## config.mk

```make
export PLATFORM = sky130hd
export DESIGN_NAME = control_unit
export DESIGN_NICKNAME = d
export VERILOG_FILES = /design/src/cpu_pkg.sv /design/src/control_unit.sv
export SDC_FILE = /design/constraint.sdc
export NUM_CORES = 1
export LEC_CHECK = 0
export BUFFER_PORTS_ARGS = -buffer_cell sky130_fd_sc_hd__buf_2
export CORE_AREA = 2 2 48 50
export DETAILED_ROUTE_END_ITERATION = 8
export DIE_AREA = 0 0 50 52
export SLEW_MARGIN = 5
export SYNTH_ARGS = -nofsm -noshare
export SYNTH_HDL_FRONTEND = slang
export SYNTH_SLANG_ARGS = --single-unit
```

## constraint.sdc

```tcl
create_clock -name clk -period 1.38 [get_ports clk]
set_input_delay 0.069 -clock clk [delete_from_list [all_inputs] [get_ports clk]]
set_output_delay 0.069 -clock clk [all_outputs]
set_load 0.05 [all_outputs]
```

## src/cpu_pkg.sv

```systemverilog
package cpu_pkg;

	// data and address width
	localparam int word_size = 16;
	localparam int imm_width = 8;
	localparam int target_width = 12;
	localparam int reg_addr_width = 2;
	localparam int num_regs = 4;

	typedef enum logic [3:0] {
		op_bne = 4'd0,
		op_beq = 4'd1,
		op_adi = 4'd4,
		op_ori = 4'd5,
		op_lhi = 4'd6,
		op_lwd = 4'd7,
		op_swd = 4'd8,
		op_jmp = 4'd9,
		op_rtype = 4'd15
	} opcode_t;

	// function field of r-type words
	typedef enum logic [5:0] {
		fn_add = 6'd0,
		fn_sub = 6'd1,
		fn_and = 6'd2,
		fn_orr = 6'd3,
		fn_not = 6'd4,
		fn_wwd = 6'd28,
		fn_hlt = 6'd29
	} func_t;

	// imm8 is {rd, func}, jump target is {rs, rt, rd, func}
	typedef struct packed {
		opcode_t opcode;
		logic [reg_addr_width-1:0] rs;
		logic [reg_addr_width-1:0] rt;
		logic [reg_addr_width-1:0] rd;
		func_t func;
	} instr_t;

	typedef enum logic [2:0] {
		st_if,
		st_id,
		st_ex,
		st_mem,
		st_wb,
		st_halted
	} state_t;

	typedef enum logic [2:0] {
		alu_add,
		alu_sub,
		alu_and,
		alu_or,
		alu_not,
		alu_lhi,
		alu_pass_b
	} alu_func_t;

	typedef enum logic [1:0] {
		src_b_reg,
		src_b_one,
		src_b_imm
	} alu_src_b_t;

	// per-cycle control bundle from the fsm
	typedef struct packed {
		logic pc_write;
		logic pc_branch;
		logic pc_jump;
		logic ir_write;
		logic mem_read;
		logic mem_write;
		logic addr_from_alu;
		logic reg_write;
		logic mem_to_reg;
		logic wwd;
		logic new_inst;
		alu_src_b_t alu_src_b;
		logic alu_src_a_pc;
		alu_func_t alu_func;
	} ctrl_t;

endpackage

```

## src/control_unit.sv

```systemverilog
module control_unit import cpu_pkg::*; (
	input logic clk,
	input logic reset_n,
	input instr_t instr,
	output ctrl_t ctrl,
	output logic is_halted
);

	state_t state;
	state_t next_state;

	always_ff @(posedge clk) begin
		if (!reset_n) begin
			state <= st_if;
		end else begin
			state <= next_state;
		end
	end

	assign is_halted = (state == st_halted);

	always_comb begin
		next_state = state;
		ctrl = '0;
		ctrl.alu_func = alu_pass_b;
		ctrl.alu_src_b = src_b_reg;

		case (state)
			st_if: begin
				// fetch and pc + 1 through the alu
				ctrl.mem_read = 1'b1;
				ctrl.ir_write = 1'b1;
				ctrl.alu_src_a_pc = 1'b1;
				ctrl.alu_src_b = src_b_one;
				ctrl.alu_func = alu_add;
				ctrl.pc_write = 1'b1;
				next_state = st_id;
			end

			st_id: begin
				case (instr.opcode)
					op_jmp: begin
						ctrl.pc_write = 1'b1;
						ctrl.pc_jump = 1'b1;
						ctrl.new_inst = 1'b1;
						next_state = st_if;
					end
					op_rtype: begin
						case (instr.func)
							fn_add, fn_sub, fn_and, fn_orr, fn_not: begin
								next_state = st_ex;
							end
							fn_wwd: begin
								ctrl.wwd = 1'b1;
								ctrl.new_inst = 1'b1;
								next_state = st_if;
							end
							fn_hlt: begin
								ctrl.new_inst = 1'b1;
								next_state = st_halted;
							end
							default: begin
								// unknown function treated as nop
								ctrl.new_inst = 1'b1;
								next_state = st_if;
							end
						endcase
					end
					op_adi, op_ori, op_lhi, op_lwd, op_swd, op_bne, op_beq: begin
						next_state = st_ex;
					end
					default: begin
						ctrl.new_inst = 1'b1;
						next_state = st_if;
					end
				endcase
			end

			st_ex: begin
				case (instr.opcode)
					op_rtype: begin
						case (instr.func)
							fn_sub: ctrl.alu_func = alu_sub;
							fn_and: ctrl.alu_func = alu_and;
							fn_orr: ctrl.alu_func = alu_or;
							fn_not: ctrl.alu_func = alu_not;
							default: ctrl.alu_func = alu_add;
						endcase
						next_state = st_wb;
					end
					op_adi, op_ori, op_lhi: begin
						ctrl.alu_src_b = src_b_imm;
						ctrl.alu_func = (instr.opcode == op_adi) ? alu_add :
							(instr.opcode == op_ori) ? alu_or : alu_lhi;
						next_state = st_wb;
					end
					op_lwd, op_swd: begin
						// effective address rs + imm
						ctrl.alu_src_b = src_b_imm;
						ctrl.alu_func = alu_add;
						next_state = st_mem;
					end
					op_bne, op_beq: begin
						// target from pc already incremented
						ctrl.alu_src_a_pc = 1'b1;
						ctrl.alu_src_b = src_b_imm;
						ctrl.alu_func = alu_add;
						ctrl.pc_branch = 1'b1;
						ctrl.new_inst = 1'b1;
						next_state = st_if;
					end
					default: begin
						ctrl.new_inst = 1'b1;
						next_state = st_if;
					end
				endcase
			end

			st_mem: begin
				ctrl.addr_from_alu = 1'b1;
				if (instr.opcode == op_lwd) begin
					ctrl.mem_read = 1'b1;
					next_state = st_wb;
				end else begin
					ctrl.mem_write = 1'b1;
					ctrl.new_inst = 1'b1;
					next_state = st_if;
				end
			end

			st_wb: begin
				ctrl.reg_write = 1'b1;
				ctrl.mem_to_reg = (instr.opcode == op_lwd);
				ctrl.new_inst = 1'b1;
				next_state = st_if;
			end

			// stays here until reset, all strobes low
			st_halted: next_state = st_halted;

			default: next_state = st_if;
		endcase
	end

endmodule

```

Yosys cells after proc, flatten, opt, wreduce, memory -nomap -nowiden
Index checks and enable logic that the tools add are counted.
{"block": "totals", "mem_count": 0, "regBits": 3, "romBits": 0, "latchBits": 0, "input_bits": 18, "wordCells": 60, "out_inout_bits": 18, "ramBits": 0}
{"block": "classes", "magnitude_cmp": 0, "shifts": 0, "n_bitwise": 0, "reduce_logical": 11, "n_mul": 0, "muxes": 29, "n_eq_ne": 19, "n_div": 0, "n_addsub": 0}
{"cell": "$pmux W3 S2", "n": 3}
{"cell": "$eq A4 B3 Y1 const B", "n": 4}
{"cell": "$pmux W3 S5", "n": 1}
{"cell": "$eq A4 B4 Y1 const B", "n": 3}
{"cell": "$eq A6 B2 Y1 const B", "n": 2}
{"cell": "$eq A6 B5 Y1 const B", "n": 2}
{"cell": "$mux W1", "n": 12}
{"cell": "$pmux W3 S4", "n": 1}
{"cell": "$pmux W6 S2", "n": 1}
{"cell": "$mux W3", "n": 3}
{"cell": "$pmux W3 S3", "n": 1}
{"cell": "$reduce_or A4 Y1", "n": 2}
{"cell": "$reduce_or A7 Y1", "n": 1}
{"cell": "$eq A3 B2 Y1 const B", "n": 2}
{"cell": "$eq A3 B3 Y1 const B", "n": 2}
{"cell": "$eq A6 B1 Y1 const B", "n": 1}
{"cell": "$eq A6 B3 Y1 const B", "n": 1}
{"cell": "$logic_not A6 Y1", "n": 1}
{"cell": "$mux W2", "n": 3}
{"cell": "$pmux W1 S2", "n": 3}
{"cell": "$reduce_or A6 Y1", "n": 1}
{"cell": "$reduce_or A5 Y1", "n": 1}
{"cell": "$eq A4 B1 Y1 const B", "n": 1}
{"cell": "$logic_not A4 Y1", "n": 1}
{"cell": "other kinds (5)", "n": 6}

Logic depth before layout (Yosys ltp)
{"block": "depth", "ltp_word": 5, "mapped_depth": 5, "mapped_depth_nobuf": 4}

Worst setup path before layout
OpenSTA, ideal clock, no wires.
{"block": "synth_timing", "path_kind": "register -> output", "start": "reg state[1]", "end": "out ctrl[12] in the netlist's numbering", "setup_slack_ns": -0.934, "t_required_ns": 1.311, "path_stages_with_launch": 4, "arrival_ns": 2.245, "path_buffers": 1, "cell_sequence": "dfxtp_1 buf_2 nor3_1 o21bai_1"}
{"item": "from (decl)", "line_no": "control_unit.sv:9", "text": "state_t state;"}
{"item": "from (signal assigned)", "line_no": "control_unit.sv:14", "text": "state <= st_if;"}
{"item": "from (signal assigned)", "line_no": "control_unit.sv:16", "text": "state <= next_state;"}
{"item": "to (decl)", "line_no": "control_unit.sv:5", "text": "output ctrl_t ctrl,"}

==> out/qor_table.md <==
| Metric | This run |
|---|---|
| Placeable core region | 2110 sq um |
| Synthesized-area fraction occupied by xor and xnor cells | 0% |
| Most frequent cells after synthesis | nor2_1, nor3_1, inv_1, nand3_1 |
| Min Tclk post-route | 1.48 ns |
| Setup slack on the worst flop-to-flop path | 0.08 ns |
| Critical Path Sink Type | output pin |
| Antenna violations before repair | 0 |
| Congestion Overflow GR | 0 |
| Most instantiated flip-flop cell in the synthesis netlist | dfxtp_1 |
| Worst hold path cell count | 2 |
| Final layout net count | 138 |
| Height of the die | 52 microns |
| Yosys top cell area share | 10.8% |
| Clk root buf | clkbuf_4 |
| Violated checks | setup timing |
| Maximum buffer depth of the clock tree | 2 |
| CTS tree | yes |
| Total clock buffers created by CTS | 3 |
| Kind of critical path | flop to output pin |
| Data required, critical path | 1.31 ns |
| Worst slack at placement | 0.0463 ns |
| Min-Delay Endpoint | state[1] |
| Horizontal extent of the die | 50 microns |
| Mean routed wirelength per cell | 11.9 microns |
| Hold Path Origin | reset_n |
| Post-detailed-route via-to-cell ratio | 4.91 |
| Transition time at the pin with the least slew margin | 0.265 ns |
| Total of warnings raised by yosys | 0 |
| Clk_lat worst skew | 0.23 ns |
| Combined global-route utilization of all metal layers | 13.8% |
| Distinct cell type count of the synthesized netlist | 38 |
| Seq/Total Area, Yosys | 10.8% |
| Worst reg2reg path startpoint | state[2] |
| Final setup viols | 3 |
| Number of pins exceeding their max-slew limit in the final report | 0 |
| Register with the highest flop count | state |
| Result of the run | complete, but fails checks |
| Vias in the first global route | 651 |
| Peak ir drop on the vdd network | 0.000293 V |
| Cell Area, Synth | 557 sq um |
| Number of instances in the synthesized netlist | 80 |
| Slew headroom | 82.3% |
| FF-to-FF End | state[0] |
| Starting Density | 26.4% |
| Synth Register Bits | 3 |
| Cell area after layout | 977 sq um |
| Max Clk Rate | 677 MHz |
| Ports placed on the boundary | 36 |
| CTS clk-pin slew, worst paths | 0.04 ns |
| Antenna cell count | 0 |
| Wire length after detailed routing | 1.75 mm |
| Post-route worst setup slack | -0.0967 ns |
| Count of flip-flops with a built-in enable after synthesis | 0 |
| Share of synthesized flip-flops with an asynchronous set or reset | 0% |
| Total via count after detailed routing | 722 |
| Router iterations before antenna repair | 4 |
| Number of maximum-capacitance violations | 0 |
| Type of the most critical hold path | input port to flop |
| Register-to-Register Path Depth | 5 |
| Final setup skew | 0.00152 ns |
| Half-perimeter wire length after placement | 1.33 mm |
| Maximum net fanout on the critical path | 4 |
| Area growth, synth to finish | 75.5% |
| # fillers | 202 |
| Pin count of the biggest net entering global routing | 12 |
| Lkg Pwr | 0.456 nW |
| Leading area contributor after synthesis | dfxtp_1 |
| Total die area | 2600 sq um |
| Post-route clock period utilization | 107% |
| Maximum level of the CTS H-tree | 1 |
| Main combinational cell family by area after synthesis | simple AND/OR/NAND/NOR gates |
| Basic-gate share of the synthesized area counting and, or, nand and nor cells | 44.7% |
| Critical path startpoint category | flop |
| Main area contributors after synthesis | dfxtp_1, nor3_1, o31a_1, nand3_1, nor4b_4 |
| Post-DP Area | 850 sq um |
| Net count after synthesis | 98 |
| Critical path data arrival time | 1.41 ns |
| Count of antenna-violating nets left after detailed routing | 0 |
| Sink Count | 3 |
| Max FFs per register | 3 |
| RePlAce Congestion | 0.750 |
| Setup repair after global routing missed its margin | true |
| Detailed Route Iter0 Violations | 17 |
| Largest registers | state x3 |
| Syn avg cell area | 6.96 sq um |
| Fraction of final layout cells with drive strength greater than 1 | 55.5% |
| Number of hold buffers added after cts | 0 |
| Share of cell area taken by muxes after synthesis | 0% |
| Global-route wire length before repair | 2.76 mm |
| Compound-cell area share of the yosys netlist | 32.4% |
| Number of remaining DRC errors | 0 |
| Number of rows in the core area | 17 |
| Pwr dens | 649 nW/um^2 |
| Count of input and output buffers | 29 |
| Share of synthesized cell area in full adder, half adder and majority cells | 0% |
| Final hold violation count | 0 |
## power breakdown
part | leakage [nW] | total, W | internal [W] | switching, W
clock | 0.0150 | 0.000151 | 0.000108 | 0.0000427
sequential | 0.0261 | 0.0000991 | 0.0000927 | 0.00000641
combinational | 0.415 | 0.000384 | 0.000148 | 0.000236
## timing repair
item | in CTS | in global routing
buffers inserted | 1 | 1
resized for setup | 19 | 14
endpoints found under the setup margin | 11 | 14
endpoints found under the hold margin | 0 | 0
pin swaps | 4 | 5
## worst max-delay path by stage
| stage | from | endpoint | cells past startpoint | slack, ns |
|---|---|---|---|---|
| finish | state[0] | ctrl[16] | 5 | -0.1 |
| global route | state[2] | ctrl[16] | 5 | -0.13 |
| CTS | state[1] | ctrl[16] | 5 | -0.09 |
| detailed placement | state[2] | ctrl[7] | 4 | 0.05 |
| global placement | state[1] | ctrl[6] | 5 | 0.03 |
| floorplan | state[1] | ctrl[11] | 4 | -0.33 |
## logic make-up (layout without fill, tap and decap cells)
family | count (synthesis) | count (layout)
simple gates | 40 | 40
compound gates | 25 | 25
buf+inv | 12 | 51
flops | 3 | 3
## layout by cell type (no fill, tap or decap), drive strengths merged, types with 4 or more instances in the layout
master,netlist,layout
a21oi,4,4
clkbuf,1,6
o21ai,5,5
nand3,5,5
nor2,6,6
nor3,6,6
a21boi,4,4
nand2,4,4
buf,6,40
inv,5,5
## through the flow
stage                     hold WS, ns  total power (W)  setup TNS, ns  cells  utilization [%]
after floorplan                 0.187         0.000354          -1.54     80                -
final                          0.0888         0.000634         -0.144    147             46.4
after CTS                      0.0696         0.000624         -0.175    146             44.4
after global routing           0.0986         0.000666         -0.532    147             46.4
after detailed placement        0.306         0.000446              0    141             40.3
after global placement          0.307         0.000445              0    141             40.3
## layer usage
layer	routed length, microns	track usage (%)
met1	811	16.2
met2	840	24.1
met3	76	2.01
met4	17	6.94
met5	0	0
## cell type report
class                      instances  area (sq um)  area share (%)
timing repair buffer              42           315            32.3
sequential                         3          66.3            6.79
clock buffer                       4          26.3            2.69
tap                               28          35.0            3.59
multi-input combinational         65           515            52.8
inverter                           5          18.8            1.92
## critical path, cell delays in order, from the launching register on
cell and delay (ns):
dfxtp_4 0.34, nor3b_4 0.16, buf_4 0.14, and3_4 0.17, or2_4 0.23, buf_8 0.15
No activity file was read; power rests on OpenSTA's default activity.
