===== src/cpu_pkg.sv =====
package cpu_pkg;

	// data and address width
	localparam int word_size = 16;
	localparam int imm_width = 8;
	localparam int target_width = 12;
	localparam int reg_addr_width = 2;
	localparam int num_regs = 4;

	typedef enum logic [3:0] {
		op_bne = 4'd0,
		op_beq = 4'd1,
		op_adi = 4'd4,
		op_ori = 4'd5,
		op_lhi = 4'd6,
		op_lwd = 4'd7,
		op_swd = 4'd8,
		op_jmp = 4'd9,
		op_rtype = 4'd15
	} opcode_t;

	// function field of r-type words
	typedef enum logic [5:0] {
		fn_add = 6'd0,
		fn_sub = 6'd1,
		fn_and = 6'd2,
		fn_orr = 6'd3,
		fn_not = 6'd4,
		fn_wwd = 6'd28,
		fn_hlt = 6'd29
	} func_t;

	// imm8 is {rd, func}, jump target is {rs, rt, rd, func}
	typedef struct packed {
		opcode_t opcode;
		logic [reg_addr_width-1:0] rs;
		logic [reg_addr_width-1:0] rt;
		logic [reg_addr_width-1:0] rd;
		func_t func;
	} instr_t;

	typedef enum logic [2:0] {
		st_if,
		st_id,
		st_ex,
		st_mem,
		st_wb,
		st_halted
	} state_t;

	typedef enum logic [2:0] {
		alu_add,
		alu_sub,
		alu_and,
		alu_or,
		alu_not,
		alu_lhi,
		alu_pass_b
	} alu_func_t;

	typedef enum logic [1:0] {
		src_b_reg,
		src_b_one,
		src_b_imm
	} alu_src_b_t;

	// per-cycle control bundle from the fsm
	typedef struct packed {
		logic pc_write;
		logic pc_branch;
		logic pc_jump;
		logic ir_write;
		logic mem_read;
		logic mem_write;
		logic addr_from_alu;
		logic reg_write;
		logic mem_to_reg;
		logic wwd;
		logic new_inst;
		alu_src_b_t alu_src_b;
		logic alu_src_a_pc;
		alu_func_t alu_func;
	} ctrl_t;

endpackage


===== src/alu.sv =====
module alu import cpu_pkg::*; (
	input ctrl_t ctrl,
	input instr_t instr,
	input logic [word_size-1:0] pc,
	input logic [word_size-1:0] reg_a,
	input logic [word_size-1:0] reg_b,
	output logic [word_size-1:0] result,
	output logic bcond
);

	logic [word_size-1:0] instr_bits;
	logic [imm_width-1:0] imm;
	logic [word_size-1:0] imm_ext;
	logic [word_size-1:0] op_a;
	logic [word_size-1:0] op_b;
	logic regs_equal;

	assign instr_bits = instr;
	assign imm = instr_bits[imm_width-1:0];

	// ori zero extends, everything else sign extends
	assign imm_ext = (instr.opcode == op_ori) ?
		{{(word_size-imm_width){1'b0}}, imm} :
		{{(word_size-imm_width){imm[imm_width-1]}}, imm};

	assign op_a = ctrl.alu_src_a_pc ? pc : reg_a;

	always_comb begin
		case (ctrl.alu_src_b)
			src_b_reg: op_b = reg_b;
			src_b_one: op_b = {{(word_size-1){1'b0}}, 1'b1};
			src_b_imm: op_b = imm_ext;
			default: op_b = '0;
		endcase
	end

	always_comb begin
		case (ctrl.alu_func)
			alu_add: result = op_a + op_b;
			alu_sub: result = op_a - op_b;
			alu_and: result = op_a & op_b;
			alu_or: result = op_a | op_b;
			alu_not: result = ~op_a;
			alu_lhi: result = {op_b[imm_width-1:0], {(word_size-imm_width){1'b0}}};
			default: result = op_b;
		endcase
	end

	// separate compare, the adder is busy with the branch target
	assign regs_equal = (reg_a == reg_b);

	always_comb begin
		case (instr.opcode)
			op_beq: bcond = regs_equal;
			op_bne: bcond = !regs_equal;
			default: bcond = 1'b0;
		endcase
	end

endmodule


===== config.mk =====
export PLATFORM = sky130hd
export DESIGN_NAME = alu
export DESIGN_NICKNAME = d
export VERILOG_FILES = /design/src/cpu_pkg.sv /design/src/alu.sv
export SDC_FILE = /design/constraint.sdc
export NUM_CORES = 1
export LEC_CHECK = 0
export BUFFER_PORTS_ARGS = -buffer_cell sky130_fd_sc_hd__buf_2
export CAP_MARGIN = 0
export CELL_PAD_IN_SITES_DETAIL_PLACEMENT = 0
export CELL_PAD_IN_SITES_GLOBAL_PLACEMENT = 1
export CORE_UTILIZATION = 38
export DETAILED_ROUTE_END_ITERATION = 7
export PLACE_DENSITY_LB_ADDON = 0.1
export SETUP_SLACK_MARGIN = 0.5
export SLEW_MARGIN = 20
export SYNTH_ARGS = -nofsm -noshare
export SYNTH_HDL_FRONTEND = slang
export SYNTH_SLANG_ARGS = --single-unit

===== constraint.sdc =====
create_clock -name vclk -period 7.55
set_clock_uncertainty 0.2 [all_clocks]
set_input_delay 0 -clock vclk [all_inputs]
set_output_delay 0 -clock vclk [all_outputs]
set_load 0.01 [all_outputs]

[Yosys cells after proc, flatten, opt, wreduce, memory -nomap -nowiden]
Cells that the tools add are included.
Word-level totals
  register bits: 0
  output and inout port bits: 17
Cells by class
  add/subtract/negate cells: 2
  eq/ne operators: 10
  muxes and demuxes: 5
  bitwise gates (word level): 3
  reduce and logical (&&, ||, !) cells: 4
Operators with widths (number)
  16-bit one-hot mux with 6 select lines: 1
  16-bit one-hot mux with 3 select lines: 1
  16-bit two-way mux: 2
  16-bit adder: 1
  16-bit AND: 1
  16-bit equality test: 1
  16-bit inverter: 1
  16-bit bitwise OR: 1
  16-bit subtractor: 1
  3-bit by 2-bit equality test with 1-bit output (second input constant): 2
  3-bit equality test (second input constant): 2
  4-bit by 1-bit equality test with 1-bit output (second input constant): 1
  4-bit by 3-bit equality test with 1-bit output (second input constant): 1
  4-bit zero test: 1
  3-bit by 1-bit equality test with 1-bit output (second input constant): 1
  3-bit zero test: 1
  2-bit by 1-bit equality test with 1-bit output (second input constant): 1
  2-bit equality test (second input constant): 1
  2-bit zero test: 1
  1-bit one-hot mux with 2 select lines: 1
  1-bit zero test: 1

[Logic depth before layout (Yosys ltp)]
Gate-level depths: netlist (run 1).
  depth in word-level cells: 5
  gate-level depth with buffers: 18
  mapped depth without buffers: 17

[Least setup slack after synthesis (run 1)]
Ideal clock, no wire load.
  path kind: in2out
  start point: input port ctrl[5] (netlist bit)
  end point: output port result[12]
  data arrival time: 2.898 ns
  data required time: 7.350 ns
  setup slack: 4.452 ns
  stages: 15
  path buffers: 2
  cell sequence: buf_4 > clkbuf_8 > o22ai_1 > inv_1 > ha_1 > nand2_1 > o21ai_0 > fa_1 > nor2b_1 > o21a_1 > o21ai_0 > a211oi_1 > nand2_1 > mux2i_1 > a221o_1
Between the ends
  longest elaborated chain between the ends: 4
  elaborated cells between the ends (all ways): 9
  those cells by class: add/sub: 2; eq/ne: 2; mux: 2; bitwise: 2; reduce/logical: 1
RTL lines
  from (decl): line alu.sv:2  | input ctrl_t ctrl,
  2-bit equality test, or another cell as far along: line alu.sv:29  | case (ctrl.alu_src_b)
  16-bit one-hot mux with 3 select lines *: line alu.sv:29
  16-bit subtractor, or another cell as far along: line alu.sv:40  | alu_sub: result = op_a - op_b;
  16-bit one-hot mux with 6 select lines *: line alu.sv:38  | case (ctrl.alu_func)
  to (decl): line alu.sv:7  | output logic [word_size-1:0] result,
Mark *: on every way between the ends. The rest lies on a longest branch, timed or not.

[Worst setup path after layout (run 1)]
  start point: input port ctrl[4] (netlist bit)
  end point: output port result[12]
Same word-level chain as after synthesis.

==> flow_summary.ini, run 1 <==
[synth]
synth_top_family_by_area = compound AO/OA/AOI/OAI gates
synthDominantCellAreaShare = 0.08955
yosys.area.top_type = ha_1
synth.avg_cell_area_um2 = 6.742
synthMuxAreaShare = 0.1134
synth_cells = 373
synth_compound_area_frac = 0.3318
synth_xor_area_frac = 0.1358
seq_area_frac_synth = 0
ys_top_cells_by_area = ha_1 (9.0%), xor2_1 (8.7%), a21oi_1 (7.4%)
yosys_warnings = 0
synth-simple-area-share = 0.2428
synth_area_mm2 = 0.002515
synthAdderAreaFrac = 0.1015
synth_cell_types = 64
syn_nets = 473

[timing]
fin_tns_setup_ns = 0
period_share = 0.5265
fmax_mhz = 251.6
worst_pin_slew_ns = 0.7035
post-route-min-period_ns = 3.975
hold_viol = 0
maxSlewHeadroom = 0.5281
setup_violations = 0
final_max_slew_viol_count = 0
rsz0062_at_grt = no

[placement]
detailed_place_hpwl_um = 6973
portBuffers = 83
dp.cells = 513
place_congestion = 0.8946

[grt]
grt_pass1_vias = 2637
track_usage = 0.2393
grt_pass1_wl_um = 13660
grt_remaining_overflow = 0
antenna_found_initial = 0
grt_max_degree = 40

[route]
wl_met3_um = 618
wl_per_cell_um = 16.99
maxUsedRoutingLayer = met4
drtIter0Drc = 178
vias = 2940
drt_wl_total_um = 8717
route.detailed.drc = 0
route.met2.wl_um = 3681
drt-met1-wl_um = 4380
first_pass_iters = 5
vias_per_cell = 5.731
ant_nets = 0

[critical_path]
worstPathCellList = buf_2, nand2b_1, o22ai_1, inv_1, ha_1, nand2_1, o21ai_0, fa_1, nor2b_1, o21a_1, o21ai_0, a211oi_1, nand2_1, mux2i_1, a221o_1, buf_2
worstPathRequired_ns = 7.35
cp_slowest_cell = a211oi_1
crit_arrival_ns = 3.78
critPathKind = in -> out
critPathTopFamily = compound AO/OA/AOI/OAI gates
max_stage_delay_ns = 0.52
worst-path-buf-inv = 3
path_max_fanout = 24
endpoint_kind = primary output
worstSetupStartpointType = primary input

[pwr]
vdd_drop_max_uv = 49.14
clockPowerShare = 0
p_per_area_mw_per_mm2 = 101.6
p_sw_frac = 0.5726
totalPowerFinal_mw = 0.2933
combPwrFrac = 1.000
switching_power_mw = 0.1680
p_int_mw = 0.1254
seqPwrFrac = 0
total_leakage_power_nw = 1.350

[floorplanning]
num_io_pins = 98
rows = 29
core_mm2 = 0.006386
die-height_um = 83.35
die_area_mm2 = 0.006947
start_util = 0.3938
dieWidth_um = 83.35

[cells_and_area]
antenna_cells = 0
fin_nets = 538
final.fill_count = 711
design.seq.count = 0
layout_common_cells = buf_2 (83), nor2_1 (41), a21oi_1 (37), nand2_1 (34), o21ai_0 (32)
nClkBuffers = 0
register_area_um2 = 0
fin_cells = 513
final_common_cell = buf_2
drive_gt1_frac = 0.2385
syn2layout_area_growth_pct = 14.83

[outcome]
status = completed

[clock_tree]
ctsResizeCount = 0
postCtsHoldBufs = 0
cts_post_setup_buffers_inserted = 0

[job]
cap_violations = 0

[min_path]
hp-class = in -> out
## path summary, 6_finish.rpt
check / start / depth (start not counted) / to
max: ctrl[4] / 16 / result[12]
min: instr[14] / 3 / bcond
## cells in the mapped netlist, types with 3 or more instances
master and count:
clkbuf_1 8, nand3_1 4, a211oi_1 7, nor4_1 6, ha_1 18, mux2_2 12
o211ai_1 4, mux2i_1 15, nand2_1 34, a22oi_1 4, o2bb2ai_1 3, o21ai_0 32
and2_1 4, o31ai_1 5, o22ai_1 4, xor2_1 25, a22o_1 3, nor2b_1 4
nand2b_1 8, xnor2_1 14, a21o_1 8, o21a_1 4, nor2_1 41, nor3_1 4
inv_1 12, buf_2 4, clkbuf_8 4, a21oi_1 37
## kinds of logic (layout without fill, tap and decap cells)
| kind of cell | after synthesis | count (layout) |
|---|---|---|
| adder cells (fa/ha/maj) | 20 | 20 |
| AO/OA/AOI/OAI | 130 | 130 |
| XOR/XNOR | 39 | 39 |
| buffers and inverters | 33 | 96 |
| AND/OR/NAND/NOR | 124 | 124 |
| multiplexers | 27 | 27 |
## per-stage QoR
step / worst slack, ns / cell area [µm²] / hold slack, ns / util
final: 3.575 / 2888 / 0.05288 / 0.4522
after global routing: 3.285 / 2888 / 0.05858 / 0.4522
after CTS: 3.604 / 2888 / 0.05401 / 0.4522
after detailed placement: 3.605 / 2888 / 0.05350 / 0.4522
after global placement: 3.635 / 2888 / 0.05099 / 0.4522
after floorplan: 4.452 / 2515 / -0.1496 / -
## layer usage
metal  vias up  track usage
met5         -            0
met1      1334       0.3707
li1       1488            -
met4         0      0.01097
met2       116       0.3733
met3         2      0.01889
## final cells by class
type,count,area (µm²),share of cell area
inverters,13,48.80,0.01690
well taps,77,96.34,0.03336
multi-input cells,340,2327,0.8059
repair buffers,83,415.4,0.1438
## power groups by stage
stage | sequential [mW] | combinational [mW] | clock, mW
floorplan | 0 | 0.211 | 0
global placement | 0 | 0.287 | 0
detailed placement | 0 | 0.290 | 0
CTS | 0 | 0.292 | 0
global route | 0 | 0.324 | 0
finish | 0 | 0.293 | 0
Note: power is estimated with default switching activity, not from simulation.
==> run 2, diff against run 1 <==
Settings changed: CORE_UTILIZATION 38 to 32.
Clock period 7.55 ns to 3.6 ns, I/O delays scaled along.
==> flow_summary.ini, run 2 (same netlist as run 1, synthesis figures left out) <==
[timing]
hold_viol = 0
setup_violations = 0
fin_tns_setup_ns = 0
maxSlewHeadroom = 0.6605
period_share = 0.8450
final_max_slew_viol_count = 0
worst_pin_slew_ns = 0.5087
rsz0062_at_grt = yes
post-route-min-period_ns = 3.042
fmax_mhz = 328.7

[floorplanning]
core_mm2 = 0.007408
die_area_mm2 = 0.008217
die-height_um = 90.65
rows = 31
start_util = 0.3395
num_io_pins = 98
dieWidth_um = 90.65

[pwr]
clockPowerShare = 0
p_int_mw = 0.3829
p_sw_frac = 0.5258
p_per_area_mw_per_mm2 = 225.7
vdd_drop_max_uv = 111.7
combPwrFrac = 1.000
seqPwrFrac = 0
total_leakage_power_nw = 1.614
switching_power_mw = 0.4246

[critical_path]
worstSetupStartpointType = primary input
worst-path-buf-inv = 4
crit_arrival_ns = 2.84
critPathKind = in -> out
cp-endpoint = result[12]
endpoint_kind = primary output
path_max_fanout = 5
critPathTopFamily = compound AO/OA/AOI/OAI gates
cp_slowest_cell = a221o_1
worstPathCellList = buf_12, nand2b_4, o22ai_4, inv_2, ha_4, nor2_1, xnor2_1, ha_1, nor2b_4, o21a_1, o21ai_2, a211oi_1, buf_4, nand2_1, mux2i_1, a221o_1, buf_2
path_depth = 17
max_stage_delay_ns = 0.39
cp-startpoint = ctrl[4]
worstPathRequired_ns = 3.40

[grt]
grt_max_degree = 32
grt_remaining_overflow = 0
grt_pass1_vias = 2793
track_usage = 0.2213
antenna_found_initial = 0
grt_pass1_wl_um = 14890

[route]
route.detailed.drc = 0
vias_per_cell = 5.435
vias = 3109
ant_nets = 0
drtIter0Drc = 164
wl_per_cell_um = 17.22
drt_wl_total_um = 9849
first_pass_iters = 4

[cells_and_area]
fin_nets = 575
design.seq.count = 0
syn2layout_area_growth_pct = 42.24
layout_common_cells = buf_2 (81), nor2_1 (36), buf_4 (34), nand2_1 (31), a21oi_1 (27)
fin_cells = 572
postLayoutCellArea_mm2 = 0.003577
multiInputGateArea_mm2 = 0.002666
final_common_cell = buf_2
nClkBuffers = 0
utilization = 0.4829
antenna_cells = 0
final.fill_count = 786
register_area_um2 = 0
drive_gt1_frac = 0.4017

[job]
cap_violations = 0

[placement]
dp.cells = 553
portBuffers = 83
dpl_cell_area_mm2 = 0.003050
place_congestion = 0.8610
detailed_place_hpwl_um = 7750

[min_path]
hp-class = in -> out

[outcome]
status = completed
==> run 2: cell count changes in the layout (fill, tap and decap cells not counted), sizes merged <==
cell and change:
buf +37
==> run 2: final cells by class <==
cell class / instances / share of cell area
repair buffers: 120 / 0.2064
inverters: 13 / 0.01364
multi-input cells: 340 / 0.7454
well taps: 99 / 0.03463
==> run 2: repair_timing <==
action / in CTS / in global routing
hold buffers: 0 / 0
setup buffers: 5 / 14
gates resized for setup: 34 / 57
setup endpoints to repair: 7 / 8
pin swaps: 13 / 33
==> run 2: per-layer routing <==
metal | GRT usage | wire, µm
met1 | 0.3397 | 4810
met2 | 0.3529 | 4402
met3 | 0.009259 | 578
met4 | 0.009409 | 57
met5 | 0 | 0
==> run 2: how the worst min path moves through the flow <==
stage / start / to / slack (ns) / cells after the start
after floorplan: instr[14] / bcond / -0.15 / 1
after global placement: instr[15] / bcond / 0.05 / 3
after detailed placement: instr[14] / bcond / 0.07 / 3
after CTS: instr[14] / bcond / 0.07 / 3
after global routing: instr[15] / bcond / 0.08 / 3
final: instr[14] / bcond / 0.07 / 3
==> run 2: stage by stage <==
step	hold WS [ns]	worst slack, ns	power (mW)
3_3_place_gp	0.05290	0.1911	0.6294
6_report	0.07110	0.5581	0.8075
4_1_cts	0.06651	0.4997	0.6809
3_5_place_dp	0.06599	0.1168	0.6360
2_1_floorplan	-0.1496	0.5023	0.4415
5_1_grt	0.07887	0.4502	0.8769
==> run 2: power groups by stage <==
stage               clock [mW]  sequential [mW]  combinational [mW]
floorplan                    0                0               0.441
global placement             0                0               0.629
detailed placement           0                0               0.636
CTS                          0                0               0.681
global route                 0                0               0.877
finish                       0                0               0.808
==> run 2: worst min-delay path: stages <==
cell	delay, ns
buf_2	0.09
nor4_1	0.05
buf_2	0.13
