**src/cpu_pkg.sv**
```systemverilog
package cpu_pkg;

	// data and address width
	localparam int word_size = 16;
	localparam int imm_width = 8;
	localparam int target_width = 12;
	localparam int reg_addr_width = 2;
	localparam int num_regs = 4;

	typedef enum logic [3:0] {
		op_bne = 4'd0,
		op_beq = 4'd1,
		op_adi = 4'd4,
		op_ori = 4'd5,
		op_lhi = 4'd6,
		op_lwd = 4'd7,
		op_swd = 4'd8,
		op_jmp = 4'd9,
		op_rtype = 4'd15
	} opcode_t;

	// function field of r-type words
	typedef enum logic [5:0] {
		fn_add = 6'd0,
		fn_sub = 6'd1,
		fn_and = 6'd2,
		fn_orr = 6'd3,
		fn_not = 6'd4,
		fn_wwd = 6'd28,
		fn_hlt = 6'd29
	} func_t;

	// imm8 is {rd, func}, jump target is {rs, rt, rd, func}
	typedef struct packed {
		opcode_t opcode;
		logic [reg_addr_width-1:0] rs;
		logic [reg_addr_width-1:0] rt;
		logic [reg_addr_width-1:0] rd;
		func_t func;
	} instr_t;

	typedef enum logic [2:0] {
		st_if,
		st_id,
		st_ex,
		st_mem,
		st_wb,
		st_halted
	} state_t;

	typedef enum logic [2:0] {
		alu_add,
		alu_sub,
		alu_and,
		alu_or,
		alu_not,
		alu_lhi,
		alu_pass_b
	} alu_func_t;

	typedef enum logic [1:0] {
		src_b_reg,
		src_b_one,
		src_b_imm
	} alu_src_b_t;

	// per-cycle control bundle from the fsm
	typedef struct packed {
		logic pc_write;
		logic pc_branch;
		logic pc_jump;
		logic ir_write;
		logic mem_read;
		logic mem_write;
		logic addr_from_alu;
		logic reg_write;
		logic mem_to_reg;
		logic wwd;
		logic new_inst;
		alu_src_b_t alu_src_b;
		logic alu_src_a_pc;
		alu_func_t alu_func;
	} ctrl_t;

endpackage

```
**src/register_file.sv**
```systemverilog
module register_file import cpu_pkg::*; (
	input logic clk,
	input logic reset_n,
	input logic [1:0] read1,
	input logic [1:0] read2,
	input logic [1:0] write_reg,
	input logic [word_size-1:0] write_data,
	input logic write_en,
	output logic [word_size-1:0] read_out1,
	output logic [word_size-1:0] read_out2
);

	logic [word_size-1:0] regs [num_regs];

	always_ff @(posedge clk) begin
		if (!reset_n) begin
			for (int i = 0; i < num_regs; i++) begin
				regs[i] <= '0;
			end
		end else if (write_en) begin
			regs[write_reg] <= write_data;
		end
	end

	// asynchronous reads
	assign read_out1 = regs[read1];
	assign read_out2 = regs[read2];

endmodule

```
**config.mk**
```make
export PLATFORM = sky130hd
export DESIGN_NAME = register_file
export DESIGN_NICKNAME = d
export VERILOG_FILES = /design/src/cpu_pkg.sv /design/src/register_file.sv
export SDC_FILE = /design/constraint.sdc
export NUM_CORES = 1
export LEC_CHECK = 0
export ABC_AREA = 1
export BUFFER_PORTS_ARGS = -buffer_cell sky130_fd_sc_hd__buf_2
export CAP_MARGIN = 25
export CORE_MARGIN = 1.5
export CORE_UTILIZATION = 60
export DETAILED_ROUTE_END_ITERATION = 10
export PLACE_DENSITY = 0.84
export SYNTH_ARGS = -nofsm -noshare
export SYNTH_HDL_FRONTEND = slang
export SYNTH_SLANG_ARGS = --single-unit
```
**constraint.sdc**
```tcl
create_clock -name clk -period 3.56 [get_ports clk]
set_clock_uncertainty 0.05 [all_clocks]
set_input_delay 0.534 -clock clk [delete_from_list [all_inputs] [get_ports clk]]
set_output_delay 0.534 -clock clk [all_outputs]
set_load 0.01 [all_outputs]
```
Yosys cells after proc, flatten, opt, wreduce, memory -nomap -nowiden
Memory sizes are Yosys's and may differ from the RTL's.
Cells that the tools add are included.
{"block": "word_totals", "register_bits": 0, "mem_bits_rw": 64, "inputBits": 25, "out_inout_bits": 32, "elab_cells": 9, "n_memories": 1}
{"name": "regs", "depth": 4, "width": 16, "rd": 2, "rd_ports_with_merged_regs": 0, "write_ports": 4, "line": "register_file.sv:13", "source": "logic [word_size-1:0] regs [num_regs];"}
{"block": "op_classes", "mux": 7, "n_reduce_logical": 1}
{"operator": "16-bit 2-to-1 mux", "count": 1}
{"operator": "16-bit OR reduction", "count": 1}
{"operator": "1-bit 2-to-1 mux", "count": 5}
{"operator": "2-bit 2-to-1 mux", "count": 1}

Depth between registers and ports, before layout
Gate-level depths: netlist of run 1.
{"block": "depth", "ltp_word": 5, "ltp_mapped": 6, "depth_no_buf": 4}

Worst setup path before layout of run 1
No wires, ideal clock.
{"block": "synth_timing", "path_type": "input -> register", "from": "input write_reg[0]", "to": "memory regs[2][0] (enable)", "setup_time_ns": 0.411, "arrival_ns": 1.938, "required_time_ns": 3.099, "setup_slack_ns": 1.161, "cell_stages": 3, "n_path_buf": 0, "cell_sequence": "inv_1 > nand2_2 > o21ai_0"}
{"element": "from (decl)", "line": "register_file.sv:6", "source": "input logic [1:0] write_reg,"}
{"element": "to (decl)", "line": "register_file.sv:13"}

Final worst setup path of run 1
{"block": "layout_timing", "from": "input read1[0]", "to": "output read_out1[4]"}
{"block": "layout_between", "elab_chain_len": 1}
{"element": "from (decl)", "line": "register_file.sv:4", "source": "input logic [1:0] read1,"}
{"element": "memory read 4 x 16 bit"}
{"element": "to (decl)", "line": "register_file.sv:9", "source": "output logic [word_size-1:0] read_out1,"}
Every way passes these cells.

==> impl_metrics.csv, run 1 <==
group,metric,value,unit
cts,postCtsSetupBuffers,0,
synthesis,ys_types,15,
flow_run,drv_cap,0,
drt,vias,3171,
setup_path,crit_fanout,32,
cts,cts_root_buffer,"clkbuf_8",
cts,cts.sinks,64,
sta,drv_slew,0,
drt,drc_errors,0,
synthesis,ys_seq_area_frac,0.5223,
drt,avgViaCountPerCell,5.294,
layout,num_antenna_cells,0,
layout,n_fill_cell,467,
place,hpwl,5.321,mm
layout,top_register,"regs",
synthesis,syn_area_per_cell,7.780,um^2
drt,dr.first_iter.drc_count,223,
layout,layout.cells.non_filler,599,
floorplan,core,5921,um^2
sta,hold_violations,0,
layout,top_regs,"regs (64)",
sta,relSlewSlack,0.2929,
place,io_buffers,56,
global_route,first_global_vias,2994,
cts,cts_buffer_depth,2,
layout,largest_reg_flops,64,
status,status,"completed",
layout,drive_gt1_frac,0.1889,
global_route,grt_antenna_before_repair,0,
sta,max_clock_freq,0.4077,GHz
drt,routedWlPerCell,14.14,um
global_route,overflow,0,
cts,cts_tree,"built",
synthesis,syn-num-nets,498,
cts,ctsHoldBuffers,0,
cts,clkSlewWorstSetupHoldPaths,0.06,ns
power,ir_worst_vdd,0.0003198,V
sta,post-route-period-util,0.6889,
sta,timing.final.crit_period,2.453,ns
setup_path,required,2.98,ns
synthesis,syn-cell-area,3680,um^2
floorplan,die_y,81.32,um
synthesis,synthCells,473,
global_route,grt_pass1_wl,13.64,mm
global_route,grt_usage,0.2777,
floorplan,initial_core_util,0.6215,
sta,hold_ws,0.5025,ns
power,leakage,2.108,nW
place,place_inst,583,
sta,tightest_slew,1.060,ns
drt,drt-total-wl,8.467,mm
sta,setup_viol,0,
drt,dr.pass1.iters,5,
power,power_density,417.3,nW/um^2
layout,fin_nets,544,
place,gp_congestion,0.8714,
drt,ant_nets,0,
power,finalPower,1.720,mW
sta,tns,0,ns
cts,cts_buffers,9,
floorplan,dieWidth,81.32,um
synthesis,synth_top_area_frac,0.5223,
global_route,grt_max_degree,35,
hold_path,hold_path.class,"in -> reg",
cts,cts.repair.resized,0,
floorplan,rows,28,
floorplan,io-pin-count,57,
setup_path,critical_path_class,"in -> out",
sta,grt_setup_unrepaired,"false",
cts,cts_htree_levels,3,
floorplan,die-area,6612,um^2
synthesis,yosys-top-cells-area,"edfxtp_1, nand2_1, nand3_1, inv_1, nor2_1",
synthesis,yosysWarningCount,0,
setup_path,end_kind,"output port",
setup_path,worstSetupStartpointType,"primary input",
synthesis,yosys.area.top_type,"edfxtp_1",
synthesis,ys_seq_elements,64,
setup_path,cp.arrival,1.87,ns
layout,area_growth,12.04,%
[power breakdown]
part	total (mW)	switching [mW]	internal, mW	leakage (nW)
Clock	0.514	0.269	0.244	0.0822
Sequential	0.903	0.0146	0.888	0.622
Combinational	0.304	0.207	0.0972	1.40
Total	1.72	0.491	1.23	2.11
[worst max-delay path: stages]
cell,delay (ns)
buf_2,0.10
inv_1,0.76
nand2_1,0.15
nand3_1,0.10
nand2_1,0.08
buf_2,0.14
[metal layers]
metal,global-route usage,up-vias,share of wire
met3,0.04045,19,0.071
met2,0.5132,145,0.53
met5,0,-,0
li1,-,1554,-
met4,0.1086,0,0.017
met1,0.3202,1453,0.38
[layout make-up]
class	count	area, um^2	share of cell area
Tap cell	75	93.84	0.02276
Clock buffer	9	123.9	0.03005
Multi-Input combinational cell	298	1308	0.3171
Sequential cell	64	1922	0.4662
Clock inverter	7	38.79	0.009408
Timing Repair Buffer	61	317.8	0.07709
Inverter	85	319.1	0.07739
[per-stage QoR]
step                      setup WS, ns  area [um^2]    util
after floorplan                  1.161         3680       -
after global placement           1.186         3960  0.6689
after detailed placement         1.146         3960  0.6689
after CTS                        1.152         4123  0.6963
after global routing             1.015         4123  0.6963
final                            1.107         4123  0.6963
[cells in the mapped netlist, drive strengths merged]
cell / n
nor3: 16
nand3: 65
buf: 18
o21ai: 1
clkbuf: 8
edfxtp: 64
nand2: 167
nor2: 49
inv: 85
[logic make-up (layout without fill, tap and decap cells)]
| logic type | count (synthesis) | count (layout) | synth area share |
|---|---|---|---|
| AOI/OAI and AO/OA | 1 | 1 | 0.001359 |
| buffers and inverters | 111 | 162 | 0.1224 |
| DFF | 64 | 64 | 0.5223 |
| and+or+nand+nor | 297 | 297 | 0.3540 |
[final timing paths]
kind	endpoint	depth (start not counted)	slack, ns	start
max	read_out1[4]	6	1.11	read1[0]
min	regs[0][4]	3	0.50	write_data[4]
[cells in the final DEF (no fill, tap or decap)]
cell type   instances
edfxtp_1           64
buf_4               5
clkbuf_8            9
nand2_2             1
nor2_1             30
clkinv_2            4
buf_2              56
o21ai_1             1
nand2_4             3
nor2_8              1
inv_1              85
nor2_2             18
nor3_1             16
nand2_1           163
clkinvlp_4          2
clkinv_1            1
nand3_1            65
Note: power is estimated with default switching activity, not from simulation.
==> run 2, diff against run 1 <==
--- a/config.mk
+++ b/config.mk
@@ -9,9 +9,9 @@
 export BUFFER_PORTS_ARGS = -buffer_cell sky130_fd_sc_hd__buf_2
 export CAP_MARGIN = 25
 export CORE_MARGIN = 1.5
-export CORE_UTILIZATION = 60
+export CORE_UTILIZATION = 57
 export DETAILED_ROUTE_END_ITERATION = 10
-export PLACE_DENSITY = 0.84
+export PLACE_DENSITY = 0.8
 export SYNTH_ARGS = -nofsm -noshare
 export SYNTH_HDL_FRONTEND = slang
 export SYNTH_SLANG_ARGS = --single-unit
==> constraint.sdc (replaced) <==
create_clock -name clk -period 2.26 [get_ports clk]
set_clock_uncertainty 0.05 [all_clocks]
set_input_delay 0.339 -clock clk [delete_from_list [all_inputs] [get_ports clk]]
set_output_delay 0.339 -clock clk [all_outputs]
set_load 0.01 [all_outputs]
==> impl_metrics.csv, run 2 (synthesis results as in run 1) <==
group,metric,value,unit
sta,tns,0,ns
sta,relSlewSlack,0.5995,
layout,area_growth,14.65,%
drt,drt-total-wl,8.462,mm
place,hpwl,5.413,mm
setup_path,critical_path_class,"in -> out",
place,gp_congestion,0.7899,
global_route,overflow,0,
hold_path,hold_end,"regs[0][1]",
layout,final_common_cell,"nand2_1",
floorplan,core,6277,um^2
power,swShare,0.2625,
hold_path,hold_path.class,"in -> reg",
sta,hold_violations,0,
sta,post-route-period-util,0.7777,
floorplan,dieWidth,83.35,um
layout,top_regs,"regs (64)",
setup_path,end_kind,"output port",
cts,clkSlewWorstSetupHoldPaths,0.07,ns
layout,final_cell_mix,"nand2_1, inv_1, nand3_1",
global_route,grt_antenna_before_repair,0,
hold_path,hp-start,"write_data[1]",
drt,avgViaCountPerCell,5.260,
setup_path,cp-startpoint,"read1[0]",
setup_path,cp.arrival,1.37,ns
setup_path,worstSetupStartpointType,"primary input",
power,switching_power,0.7748,mW
global_route,first_global_vias,3147,
floorplan,io-pin-count,57,
cts,cts_tree,"built",
sta,timing.final.crit_period,1.758,ns
power,power_frac_seq,0.482,
sta,max_clock_freq,0.5690,GHz
cts,cts_htree_levels,3,
sta,hold_ws,0.2923,ns
global_route,grt_pass1_wl,14.14,mm
sta,setup_viol,0,
hold_path,min_delay_path_depth,3,
layout,largest_reg_flops,64,
sta,tightest_slew,0.6002,ns
power,ir_worst_vdd,0.0005338,V
setup_path,required,1.87,ns
drt,vias,3198,
cts,cts_buffer_depth,2,
drt,ant_nets,0,
cts,postCtsSetupBuffers,0,
drt,drc_errors,0,
power,power_frac_clock,0.354,
layout,stdcell_area,4219,um^2
flow_run,drv_cap,0,
cts,cts.repair.resized,0,
layout,fin_nets,551,
global_route,grt_max_degree,35,
cts,cts_buffers,9,
sta,drv_slew,0,
drt,routedWlPerCell,13.92,um
layout,num_antenna_cells,0,
floorplan,die_y,83.35,um
sta,grt_setup_unrepaired,"false",
floorplan,rows,29,
floorplan,initial_core_util,0.5862,
setup_path,crit_fanout,18,
layout,top_register,"regs",
place,io_buffers,56,
cts,ctsHoldBuffers,0,
power,leakage,2.161,nW
power,power_density,699.6,nW/um^2
cts,cts_root_buffer,"clkbuf_8",
cts,cts.sinks,64,
power,p_comb_frac,0.164,
floorplan,die-area,6946,um^2
drt,dr.first_iter.drc_count,185,
place,place_area,4015,um^2
global_route,grt_usage,0.2598,
status,status,"completed",
drt,dr.pass1.iters,5,
layout,drive_gt1_frac,0.1940,
power,p_int,2.177,mW
run 2: worst max path at each step:
stage | to | cells past startpoint | slack (ns)
after CTS | read_out1[5] | 7 | 0.54
after global placement | regs[0][12] | 6 | 0.48
after detailed placement | regs[1][11] | 6 | 0.43
after floorplan | regs[2][0] | 3 | 0.06
final | read_out1[5] | 7 | 0.50
after global routing | read_out1[9] | 7 | 0.46
run 2: critical path, stage by stage:
cell and delay (ns):
buf_2 0.31, inv_1 0.10, buf_4 0.21, nand2_1 0.09, nand3_1 0.06, nand2_1 0.11, buf_2 0.14
run 2: per-layer routing:
metal | wire (um) | vias to the layer above | GRT usage | share of wire
li1 | - | 1570 | - | -
met5 | 0 | - | 0 | 0
met1 | 3441 | 1481 | 0.3155 | 0.41
met4 | 195 | 0 | 0.1227 | 0.023
met2 | 4264 | 123 | 0.4435 | 0.50
met3 | 561 | 24 | 0.05368 | 0.066
run 2: area by class of cell:
| class | instances | area, um^2 |
|---|---|---|
| clock buffer | 12 | 135.1 |
| clock inverter | 4 | 68.82 |
| fill | 519 | 2058 |
| inverter | 85 | 319.1 |
| multi-input combinational | 298 | 1308 |
| sequential | 64 | 1922 |
| tap | 77 | 96.34 |
| timing repair buffer | 68 | 370.4 |
run 2: metrics by stage:
step | power (mW) | worst slack, ns | util | instances
6_report | 2.951 | 0.5025 | 0.6721 | 608
5_1_grt | 3.065 | 0.4588 | 0.6721 | 608
4_1_cts | 2.955 | 0.5371 | 0.6721 | 608
3_5_place_dp | 1.929 | 0.4285 | 0.6396 | 592
3_3_place_gp | 1.912 | 0.4759 | 0.6396 | 592
2_1_floorplan | 1.761 | 0.05601 | - | 473
run 2: power by group through the flow:
stage | combinational (mW) | sequential [mW] | clock (mW)
after floorplan | 0.321 | 1.44 | 0
after global placement | 0.467 | 1.44 | 0
after detailed placement | 0.482 | 1.45 | 0
after CTS | 0.485 | 1.42 | 1.05
after global routing | 0.545 | 1.43 | 1.09
final | 0.485 | 1.42 | 1.04
==> run 3, diff against run 2 <==
--- a/config.mk
+++ b/config.mk
@@ -9,9 +9,9 @@
 export BUFFER_PORTS_ARGS = -buffer_cell sky130_fd_sc_hd__buf_2
 export CAP_MARGIN = 25
 export CORE_MARGIN = 1.5
-export CORE_UTILIZATION = 57
+export CORE_UTILIZATION = 52
 export DETAILED_ROUTE_END_ITERATION = 10
-export PLACE_DENSITY = 0.8
+export PLACE_DENSITY = 0.77
 export SYNTH_ARGS = -nofsm -noshare
 export SYNTH_HDL_FRONTEND = slang
 export SYNTH_SLANG_ARGS = --single-unit
==> constraint.sdc (replaced) <==
create_clock -name clk -period 1.5 [get_ports clk]
set_clock_uncertainty 0.05 [all_clocks]
set_input_delay 0.225 -clock clk [delete_from_list [all_inputs] [get_ports clk]]
set_output_delay 0.225 -clock clk [all_outputs]
set_load 0.01 [all_outputs]
==> impl_metrics.csv, run 3 (synthesis results as in run 1) <==
group,metric,value,unit
layout,final_cell_mix,"nand2_1, inv_1, nand3_1",
hold_path,min_delay_path_depth,3,
floorplan,initial_core_util,0.5386,
setup_path,critical_path_class,"reg -> out",
cts,cts_root_buffer,"clkbuf_8",
setup_path,required,1.22,ns
setup_path,end_kind,"output port",
global_route,grt_pass1_wl,14.09,mm
global_route,grt_usage,0.2498,
global_route,first_global_vias,3162,
global_route,grt_max_degree,33,
place,io_buffers,56,
cts,cts_htree_levels,3,
floorplan,die_y,87.12,um
cts,cts.repair.resized,0,
drt,vias,3270,
sta,tns,0,ns
floorplan,io-pin-count,57,
layout,drive_gt1_frac,0.2163,
setup_path,worstSetupStartpointType,"flip-flop",
floorplan,core,6832,um^2
sta,setup_viol,0,
drt,drt-total-wl,8.951,mm
power,finalPower,4.488,mW
power,power_density,1017,nW/um^2
drt,avgViaCountPerCell,5.133,
floorplan,die-area,7590,um^2
layout,largest_reg_flops,64,
global_route,overflow,0,
status,status,"completed",
layout,num_antenna_cells,0,
flow_run,drv_cap,0,
global_route,grt_antenna_before_repair,0,
sta,tightest_slew,0.2642,ns
hold_path,hold_path.class,"in -> reg",
drt,routedWlPerCell,14.05,um
cts,clkSlewWorstSetupHoldPaths,0.07,ns
layout,fin_nets,562,
cts,cts_tree,"built",
cts,cts.sinks,64,
sta,relSlewSlack,0.8239,
setup_path,crit_fanout,2,
floorplan,dieWidth,87.12,um
setup_path,cp.arrival,1.18,ns
place,hpwl,5.818,mm
sta,timing.final.crit_period,1.453,ns
layout,area_growth,19.96,%
cts,cts_buffers,9,
sta,drv_slew,0,
drt,dr.pass1.iters,6,
sta,max_clock_freq,0.6883,GHz
power,ir_worst_vdd,0.0006732,V
drt,dr.first_iter.drc_count,268,
sta,hold_violations,0,
hold_path,hold_end,"regs[1][6]",
sta,grt_setup_unrepaired,"false",
place,gp_congestion,0.8661,
floorplan,rows,30,
layout,top_regs,"regs (64)",
cts,ctsHoldBuffers,0,
power,leakage,2.245,nW
drt,drc_errors,0,
hold_path,hp-start,"write_data[6]",
sta,post-route-period-util,0.9685,
cts,cts_buffer_depth,2,
layout,final_common_cell,"nand2_1",
layout,n_fill_cell,560,
drt,ant_nets,0,
cts,postCtsSetupBuffers,0,
layout,top_register,"regs",
-- run 3: layer usage --
metal	track usage	up-vias	part of all wire
met2	0.4200	147	0.50
met5	0	-	0
met1	0.2998	1501	0.40
li1	-	1588	-
met3	0.03697	34	0.059
met4	0.1616	0	0.041
-- run 3: how the worst max path moves through the flow --
| stage | slack [ns] | from | to | cells after the start |
|---|---|---|---|---|
| 2_1_floorplan | 0.07 | reset_n | regs[0][0] | 5 |
| 3_3_place_gp | 0.21 | read2[0] | read_out2[5] | 7 |
| 3_5_place_dp | 0.19 | read2[0] | read_out2[5] | 7 |
| 4_1_cts | 0.04 | regs[2][5] | read_out1[5] | 5 |
| 5_1_grt | 0.006 | regs[0][5] | read_out2[5] | 5 |
| 6_report | 0.05 | regs[1][5] | read_out1[5] | 5 |
-- run 3: power breakdown --
part	switching (mW)	total, mW	internal [mW]
clock	0.626	1.55	0.922
sequential	0.0335	2.14	2.11
combinational	0.512	0.801	0.289
total	1.17	4.49	3.32
-- run 3: stage by stage --
stage,cells,hold WS (ns),worst slack (ns),cell area [um^2],util
2_1_floorplan,473,0.4163,0.07447,3684,-
3_3_place_gp,622,0.5215,0.2129,4213,0.6167
3_5_place_dp,622,0.5240,0.1909,4213,0.6167
4_1_cts,637,0.1667,0.03702,4414,0.6462
5_1_grt,637,0.1908,0.005509,4414,0.6462
6_report,637,0.1689,0.04718,4414,0.6462
-- run 3: area by class of cell --
class / instances / area (um^2) / area share
sequential: 64 / 1922 / 0.4354
inverter: 85 / 319.1 / 0.07228
clock buffer: 11 / 131.4 / 0.02976
tap: 96 / 120.1 / 0.02721
multi-input combinational: 298 / 1311 / 0.2971
clock inverter: 4 / 70.07 / 0.01587
timing repair buffer: 79 / 540.5 / 0.1224
-- run 3: critical path, cell delays in order (launching register included) --
cell,delay [ns]
edfxtp_1,0.38
inv_1,0.10
nand2_1,0.06
nand3_1,0.09
nand2_1,0.07
buf_2,0.14
